==> config.mk <==
export PLATFORM = sky130hd
export DESIGN_NAME = cdb_top
export DESIGN_NICKNAME = d
export VERILOG_FILES = /design/src/hdl/expipe_pkg.sv /design/src/hdl/cdb.sv /design/src/hdl/cdb_arbiter.sv /design/src/hdl/cdb_out_reg.sv /design/src/hdl/cdb_top.sv /design/src/hdl/eu_result_slot.sv
export VERILOG_INCLUDE_DIRS = /design/src /design/src/hdl
export SDC_FILE = /design/constraint.sdc
export NUM_CORES = 1
export LEC_CHECK = 0
export ABC_CLOCK_PERIOD_IN_PS = 3800
export BUFFER_PORTS_ARGS = -buffer_cell sky130_fd_sc_hd__buf_4
export CAP_MARGIN = 20
export CORE_UTILIZATION = 53
export DETAILED_ROUTE_END_ITERATION = 10
export PLACE_DENSITY = 0.8
export SYNTH_ARGS = -nofsm -noshare
export SYNTH_HDL_FRONTEND = slang
export SYNTH_HIERARCHICAL = 1
export SYNTH_SLANG_ARGS = --single-unit
==> constraint.sdc <==
create_clock -name clk_i -period 3.8 [get_ports clk_i]
set_input_delay 0.57 -clock clk_i [delete_from_list [all_inputs] [get_ports clk_i]]
set_output_delay 0.57 -clock clk_i [all_outputs]
set_load 0.02 [all_outputs]
==> src/hdl/cdb_macros.svh <==
// CDB writeback path parameters
// Result width, execution unit count and ROB index width

`ifndef CDB_MACROS_SVH
`define CDB_MACROS_SVH

// Width of a result value
`define CDB_XLEN 64

// Number of execution units
// Unit 0 is the load/store unit with maximum priority
// At least 2 units
`define CDB_EU_N 4

// Width of a reorder buffer index
`define CDB_ROB_IDX_W 5

`endif

==> src/hdl/expipe_pkg.sv <==
// Execution pipeline types
// Bus word carried on the CDB and the exception causes it can flag

`include "cdb_macros.svh"

package expipe_pkg;

    // Exception cause attached to a result
    typedef enum logic [1:0] {
        CDB_EXC_NONE         = 2'd0,
        CDB_EXC_MISALIGNED   = 2'd1,
        CDB_EXC_ACCESS_FAULT = 2'd2,
        CDB_EXC_ILLEGAL      = 2'd3
    } cdb_exc_e;

    // One CDB word
    // ROB entry tag, result value and exception info
    typedef struct packed {
        // Destination ROB entry
        logic [`CDB_ROB_IDX_W-1:0] rob_idx;
        // Result produced by the EU
        logic [`CDB_XLEN-1:0]      value;
        // Set when the instruction raised an exception
        logic                      except_raised;
        // Cause, only meaningful with except_raised
        cdb_exc_e                  except_code;
    } cdb_data_t;

endpackage

==> src/hdl/cdb.sv <==
// Common data bus stage
// Arbitrates among the result slots and muxes the served word onto the bus

`timescale 1ns/1ps

`include "cdb_macros.svh"

module cdb (
    input  logic                  clk_i,
    input  logic                  rst_n_i,
    input  logic                  flush_i,

    // From the result slots, unit 0 is maximum priority
    input  logic [`CDB_EU_N-1:0]  slot_valid_i,
    output logic [`CDB_EU_N-1:0]  slot_ready_o,
    input  expipe_pkg::cdb_data_t slot_data_i [`CDB_EU_N],

    // Toward the output register
    output logic                  out_valid_o,
    input  logic                  out_ready_i,
    output expipe_pkg::cdb_data_t out_data_o
);

    localparam int IDX_W = $clog2(`CDB_EU_N);

    // Low priority word picked by the round-robin select
    expipe_pkg::cdb_data_t low_prio_data;

    // Arbiter decision
    logic                  served_max_prio;
    logic [IDX_W-1:0]      served;

    cdb_arbiter #(
        .EU_N  (`CDB_EU_N),
        .IDX_W (IDX_W)
    ) u_cdb_arbiter (
        .clk_i             (clk_i),
        .rst_n_i           (rst_n_i),
        .flush_i           (flush_i),
        .max_prio_valid_i  (slot_valid_i[0]),
        .max_prio_ready_o  (slot_ready_o[0]),
        .valid_i           (slot_valid_i[`CDB_EU_N-1:1]),
        .ready_o           (slot_ready_o[`CDB_EU_N-1:1]),
        .out_ready_i       (out_ready_i),
        .out_valid_o       (out_valid_o),
        .served_max_prio_o (served_max_prio),
        .served_o          (served)
    );

    // First level, low priority select
    assign low_prio_data = slot_data_i[served];

    // Second level, unit 0 overrides
    assign out_data_o = served_max_prio ? slot_data_i[0] : low_prio_data;

endmodule

==> src/hdl/cdb_arbiter.sv <==
// CDB arbiter
// Unit 0 always wins when valid, the other units share the bus
// round-robin from a registered pointer

`timescale 1ns/1ps

`include "cdb_macros.svh"

module cdb_arbiter #(
    parameter int EU_N  = `CDB_EU_N,
    parameter int IDX_W = $clog2(`CDB_EU_N)
) (
    input  logic             clk_i,
    input  logic             rst_n_i,
    input  logic             flush_i,

    // Maximum priority unit
    input  logic             max_prio_valid_i,
    output logic             max_prio_ready_o,

    // Low priority units 1 to EU_N-1
    input  logic [EU_N-1:1]  valid_i,
    output logic [EU_N-1:1]  ready_o,

    // Toward the output register
    input  logic             out_ready_i,
    output logic             out_valid_o,

    // Selected unit for the data mux
    output logic             served_max_prio_o,
    output logic [IDX_W-1:0] served_o
);

    // Round-robin pointer, always in 1..EU_N-1
    logic [IDX_W-1:0] rr_ptr;
    // First valid low priority unit at or after the pointer
    logic [IDX_W-1:0] lp_sel;
    logic             lp_found;
    // Pointer value after serving lp_sel
    logic [IDX_W-1:0] lp_next;
    // A low priority unit transfers this cycle
    logic             lp_served;

    // Circular search over units 1..EU_N-1
    always_comb begin
        int cand;
        lp_found = 1'b0;
        lp_sel   = IDX_W'(1);
        for (int i = 0; i < EU_N - 1; i++) begin
            cand = int'(rr_ptr) + i;
            // Wrap past the last unit, skipping unit 0
            if (cand >= EU_N) begin
                cand = cand - (EU_N - 1);
            end
            if (!lp_found && valid_i[cand]) begin
                lp_found = 1'b1;
                lp_sel   = IDX_W'(cand);
            end
        end
    end

    assign lp_next = (int'(lp_sel) == EU_N - 1) ? IDX_W'(1) : lp_sel + IDX_W'(1);

    // Grants only while the output register can take a word
    assign max_prio_ready_o = out_ready_i & max_prio_valid_i;
    assign lp_served        = out_ready_i & ~max_prio_valid_i & lp_found;

    always_comb begin
        for (int k = 1; k < EU_N; k++) begin
            ready_o[k] = lp_served && (int'(lp_sel) == k);
        end
    end

    // Something is on the bus whenever any unit is valid
    assign out_valid_o       = max_prio_valid_i | lp_found;
    assign served_max_prio_o = max_prio_valid_i;
    assign served_o          = lp_sel;

    // Pointer moves only when a low priority unit is served
    always_ff @(posedge clk_i) begin
        if (!rst_n_i) begin
            rr_ptr <= IDX_W'(1);
        end else if (flush_i) begin
            rr_ptr <= IDX_W'(1);
        end else if (lp_served) begin
            rr_ptr <= lp_next;
        end
    end

endmodule

==> src/hdl/cdb_out_reg.sv <==
// CDB output register
// Registers the bus word toward the ROB, holds it stable under back-pressure

`timescale 1ns/1ps

`include "cdb_macros.svh"

module cdb_out_reg (
    input  logic                  clk_i,
    input  logic                  rst_n_i,
    input  logic                  flush_i,

    // From the CDB
    input  logic                  in_valid_i,
    output logic                  in_ready_o,
    input  expipe_pkg::cdb_data_t in_data_i,

    // Toward the ROB
    input  logic                  rob_ready_i,
    output logic                  rob_valid_o,
    output expipe_pkg::cdb_data_t rob_data_o
);

    logic                  valid_q;
    expipe_pkg::cdb_data_t data_q;
    // New word captured this cycle
    logic                  load;
    // Held word leaves toward the ROB this cycle
    logic                  drain;

    // Can refill in the same cycle the ROB takes the old word
    assign in_ready_o = ~valid_q | rob_ready_i;
    assign load       = in_valid_i & in_ready_o;
    assign drain      = valid_q & rob_ready_i;

    always_ff @(posedge clk_i) begin
        if (!rst_n_i || flush_i) begin
            valid_q <= 1'b0;
        end else if (load || drain) begin
            // Stays set on a refill, clears on a plain drain
            valid_q <= load;
        end
    end

    // Payload only changes on load, so it is stable while stalled
    always_ff @(posedge clk_i) begin
        if (load) begin
            data_q <= in_data_i;
        end
    end

    assign rob_valid_o = valid_q;
    assign rob_data_o  = data_q;

endmodule

==> src/hdl/cdb_top.sv <==
// CDB writeback path top level
// Result slots per EU, then CDB arbitration and mux, then ROB output register

`timescale 1ns/1ps

`include "cdb_macros.svh"

module cdb_top (
    input  logic                  clk_i,
    input  logic                  rst_n_i,
    input  logic                  flush_i,

    // Execution units
    input  logic [`CDB_EU_N-1:0]  eu_valid_i,
    output logic [`CDB_EU_N-1:0]  eu_ready_o,
    input  expipe_pkg::cdb_data_t eu_data_i [`CDB_EU_N],

    // Reorder buffer
    input  logic                  rob_ready_i,
    output logic                  rob_valid_o,
    output expipe_pkg::cdb_data_t rob_data_o
);

    // Slot to CDB
    logic [`CDB_EU_N-1:0]  slot_valid;
    logic [`CDB_EU_N-1:0]  cdb_ready;
    expipe_pkg::cdb_data_t slot_data [`CDB_EU_N];

    // CDB to output register
    logic                  cdb_valid;
    logic                  oreg_ready;
    expipe_pkg::cdb_data_t cdb_data;

    // One result slot per execution unit
    for (genvar k = 0; k < `CDB_EU_N; k++) begin : g_slot
        eu_result_slot u_eu_result_slot (
            .clk_i       (clk_i),
            .rst_n_i     (rst_n_i),
            .flush_i     (flush_i),
            .in_valid_i  (eu_valid_i[k]),
            .in_ready_o  (eu_ready_o[k]),
            .in_data_i   (eu_data_i[k]),
            .out_valid_o (slot_valid[k]),
            .out_ready_i (cdb_ready[k]),
            .out_data_o  (slot_data[k])
        );
    end

    cdb u_cdb (
        .clk_i        (clk_i),
        .rst_n_i      (rst_n_i),
        .flush_i      (flush_i),
        .slot_valid_i (slot_valid),
        .slot_ready_o (cdb_ready),
        .slot_data_i  (slot_data),
        .out_valid_o  (cdb_valid),
        .out_ready_i  (oreg_ready),
        .out_data_o   (cdb_data)
    );

    cdb_out_reg u_cdb_out_reg (
        .clk_i       (clk_i),
        .rst_n_i     (rst_n_i),
        .flush_i     (flush_i),
        .in_valid_i  (cdb_valid),
        .in_ready_o  (oreg_ready),
        .in_data_i   (cdb_data),
        .rob_ready_i (rob_ready_i),
        .rob_valid_o (rob_valid_o),
        .rob_data_o  (rob_data_o)
    );

endmodule

==> src/hdl/eu_result_slot.sv <==
// EU result slot
// One-entry buffer between an execution unit and the CDB

`timescale 1ns/1ps

`include "cdb_macros.svh"

module eu_result_slot (
    input  logic                  clk_i,
    input  logic                  rst_n_i,
    input  logic                  flush_i,

    // From the execution unit
    input  logic                  in_valid_i,
    output logic                  in_ready_o,
    input  expipe_pkg::cdb_data_t in_data_i,

    // Toward the CDB
    output logic                  out_valid_o,
    input  logic                  out_ready_i,
    output expipe_pkg::cdb_data_t out_data_o
);

    // Occupancy flag
    logic                  full;
    // Held result
    expipe_pkg::cdb_data_t data_q;

    // Free when empty or when the CDB takes the held word now
    assign in_ready_o = ~full | out_ready_i;

    // Control state
    always_ff @(posedge clk_i) begin
        if (!rst_n_i) begin
            full <= 1'b0;
        end else if (flush_i) begin
            // Flush wins over any transfer
            full <= 1'b0;
        end else if (in_valid_i && in_ready_o) begin
            full <= 1'b1;
        end else if (out_ready_i) begin
            full <= 1'b0;
        end
    end

    // Payload capture on accept
    always_ff @(posedge clk_i) begin
        if (in_valid_i && in_ready_o) begin
            data_q <= in_data_i;
        end
    end

    assign out_valid_o = full;
    assign out_data_o  = data_q;

endmodule

==> results.py <==
metrics = {
    "global_routing": {
        "grt_pass1_vias": 9489,
        "track_usage": 0.261,
        "gr-total-overflow": 0,
        "grt_first_pass_wirelength_um": 54500,
        "antenna_found_initial": 0,
        "grt_start_max_net_pins": 56,
    },
    "clock_network": {
        "cts_root_buf": "clkbuf_16",
        "clk_latency_ns": 0.52,
        "cts_buffers": 38,
        "cts_buffer_depth": 3,
        "htree_levels": 2,
        "cts_tree": "built",
        "path_clk_slew_ns": 0.06,
        "cts_num_sinks": 367,
    },
    "drt": {
        "detail-route-antenna-nets": 0,
        "drt_iter0_drc": 911,
        "post_drt_wl_per_cell_um": 23.1,
        "routed_wl_um": 36800,
        "drc": 0,
        "drt-pass1-iter-count": 5,
        "dr_total_vias": 9076,
        "viasPerCell": 5.69,
    },
    "sta": {
        "hold_viol_final": 0,
        "finalMaxSlewViolations": 0,
        "relSlewSlack": 0.491,
        "skew_ns": 0.0135,
        "worst_slack_ns": 0.177,
        "fin_crit_sh": 0.953,
        "rsz0062_at_grt": "no",
        "finalSetupViolCount": 0,
        "fmax_mhz": 276,
        "fin_setup_tns_ns": 0,
        "tightest_slew_ns": 0.763,
        "min_period_ns": 3.62,
    },
    "yosys": {
        "synth_top_family_by_area": "compound AO/OA/AOI/OAI gates",
        "netlist_instances": 851,
        "yosys.area_share.simple": 0.0538,
        "synth.distinct_cells": 40,
        "yosysMostFrequentCell": "edfxtp_1",
        "synth_compound_area_frac": 0.0965,
        "synth_xor_area_frac": 0,
        "seq_area_frac_synth": 0.761,
        "ys_ff_latch": 367,
        "async_flop_share": 0,
        "syn_avg_cell_area_um2": 16.9,
        "synth_ff_type": "edfxtp_1",
        "synthMuxAreaShare": 0.0612,
        "synth.top_cell.area_share": 0.751,
        "yosys.area.top_type": "edfxtp_1",
        "synth_commonest_cells": "edfxtp_1, a21oi_1, mux2_2",
        "netlist_area_um2": 14400,
        "synth_nets": 1152,
        "yosys.area_share.adder": 0.00435,
        "ys_warn_count": 6,
        "synth_edf_count": 360,
        "synthTopCellsByArea": "edfxtp_1, mux2_2, a22oi_1",
    },
    "worst_setup_path": {
        "cp_max_fo": 7,
        "cp.required_ns": 3.23,
        "endpoint_kind": "output port",
        "critPathKind": "flop to output port",
        "cp.arrival_ns": 3.05,
        "cp-start-kind": "flop",
    },
    "power": {
        "power_density_nw_per_um2": 541,
        "p_leak_uw": 0.00721,
        "ir_drop_uv": 528,
    },
    "die": {
        "die_width_um": 167,
        "start_util": 0.546,
        "die_area_um2": 27800,
        "core-area_um2": 26400,
        "rows": 59,
        "pin_count": 373,
        "die_h_um": 167,
    },
    "worst_hold_path": {
        "hold_path_class": "input port to flop",
    },
    "placement": {
        "place.gp.congestion": 0.875,
        "hpwlAfterDp_um": 23900,
        "io_buffers": 372,
        "pre_cts_slack_ns": 0.369,
    },
    "finish": {
        "layout.nets": 1534,
        "area_growth_pct": 30.3,
        "antenna-diode-count": 0,
        "fillers": 1677,
        "drive_gt1_frac": 0.433,
    },
    "job": {
        "cap_violations": 0,
    },
    "run_status": {
        "status": "completed",
    },
}
per-layer routing:
metal,vias to the layer above,track usage,share of wire
met2,508,0.452,0.50
met1,4434,0.310,0.37
met5,-,0,0
li1,4064,-,-
met3,70,0.0765,0.10
met4,0,0.0914,0.029
sequential cells by signal (all words and copies together) (netlist names):
signal and count:
g_slot.u_eu_result_slot/out_data_o 288, u_cdb_out_reg/rob_data_o 72, g_slot.u_eu_result_slot/out_valid_o 4, u_cdb/u_cdb_arbiter/rr_ptr 2, u_cdb_out_reg/rob_valid_o 1
report_power, final:
group	switching (uW)	internal [uW]	leakage (uW)
Sequential	131	4910	0.00355
Combinational	904	754	0.00311
Clock	1470	1980	0.000553
layout by cell type (no fill, tap or decap), types with 4 or more instances in the layout:
cell,n
a21oi_1,73
a21oi_2,6
a22oi_1,71
and2_1,4
and2_4,5
and2b_1,21
buf_12,9
buf_4,382
clkbuf_1,7
clkbuf_16,38
clkinv_1,8
clkinv_2,5
dfxtp_1,6
edfxtp_1,360
ha_1,5
inv_1,8
mux2_2,72
mux2i_1,4
nand2_1,9
nand2b_1,5
nand2b_4,5
nor2b_1,51
o21ai_0,5
o21ai_1,66
layout make-up:
type	count	area [um^2]	area share
flip-flops and latches	367	11000	0.584
multi-input cells	426	3140	0.168
repair buffers	392	3060	0.163
clock buffers	45	977	0.0521
well taps	335	419	0.0223
clock inverters	21	171	0.00914
inverters	8	30.0	0.00160
cell families after synthesis:
group                      after synthesis
AOI/OAI and AO/OA                      229
and+or+nand+nor                        114
DFF                                    367
muxes                                   78
adders and majority gates                5
buffers and inverters                   58
critical path, stage by stage, from the launching register on:
cell,delay [ns]
dfxtp_1,0.43
inv_1,0.09
ha_1,0.39
mux2i_1,0.15
o22a_1,0.26
and4b_2,0.30
a211o_1,0.28
ha_1,0.19
and2_1,0.14
nand2b_4,0.14
buf_4,0.17
per-stage QoR:
stage,hold slack (ns),std cells,util,area [um^2],power (uW)
final,0.224,1594,0.712,18800,10100
after floorplan,0.510,851,-,14400,6010
after detailed placement,0.498,1527,0.668,17600,6770
after global routing,0.198,1594,0.712,18800,10500
after CTS,0.202,1593,0.711,18700,10200
after global placement,0.500,1527,0.668,17600,6710
what timing repair did:
| item | CTS | global route |
|---|---|---|
| buffers inserted | 0 | 1 |
| endpoints found under the hold margin | 0 | 0 |
| gates resized for setup | 0 | 1 |
| endpoints found under the setup margin | 0 | 2 |
| hold buffers | 0 | 0 |
worst paths after layout:
check / startpoint / endpoint / slack, ns / depth (start not counted)
min: eu_data_i[70] / g_slot[3].u_eu_result_slot/out_data_o[70] / 0.22 / 1
min reg2reg: u_cdb_out_reg/rob_valid_o / u_cdb_out_reg/rob_valid_o / 0.50 / 2
max: u_cdb/u_cdb_arbiter/rr_ptr[0] / eu_ready_o[1] / 0.18 / 10
max reg2reg: u_cdb/u_cdb_arbiter/rr_ptr[0] / g_slot[1].u_eu_result_slot/out_data_o[70] / 0.35 / 11
No activity file was read; power rests on OpenSTA's default activity.
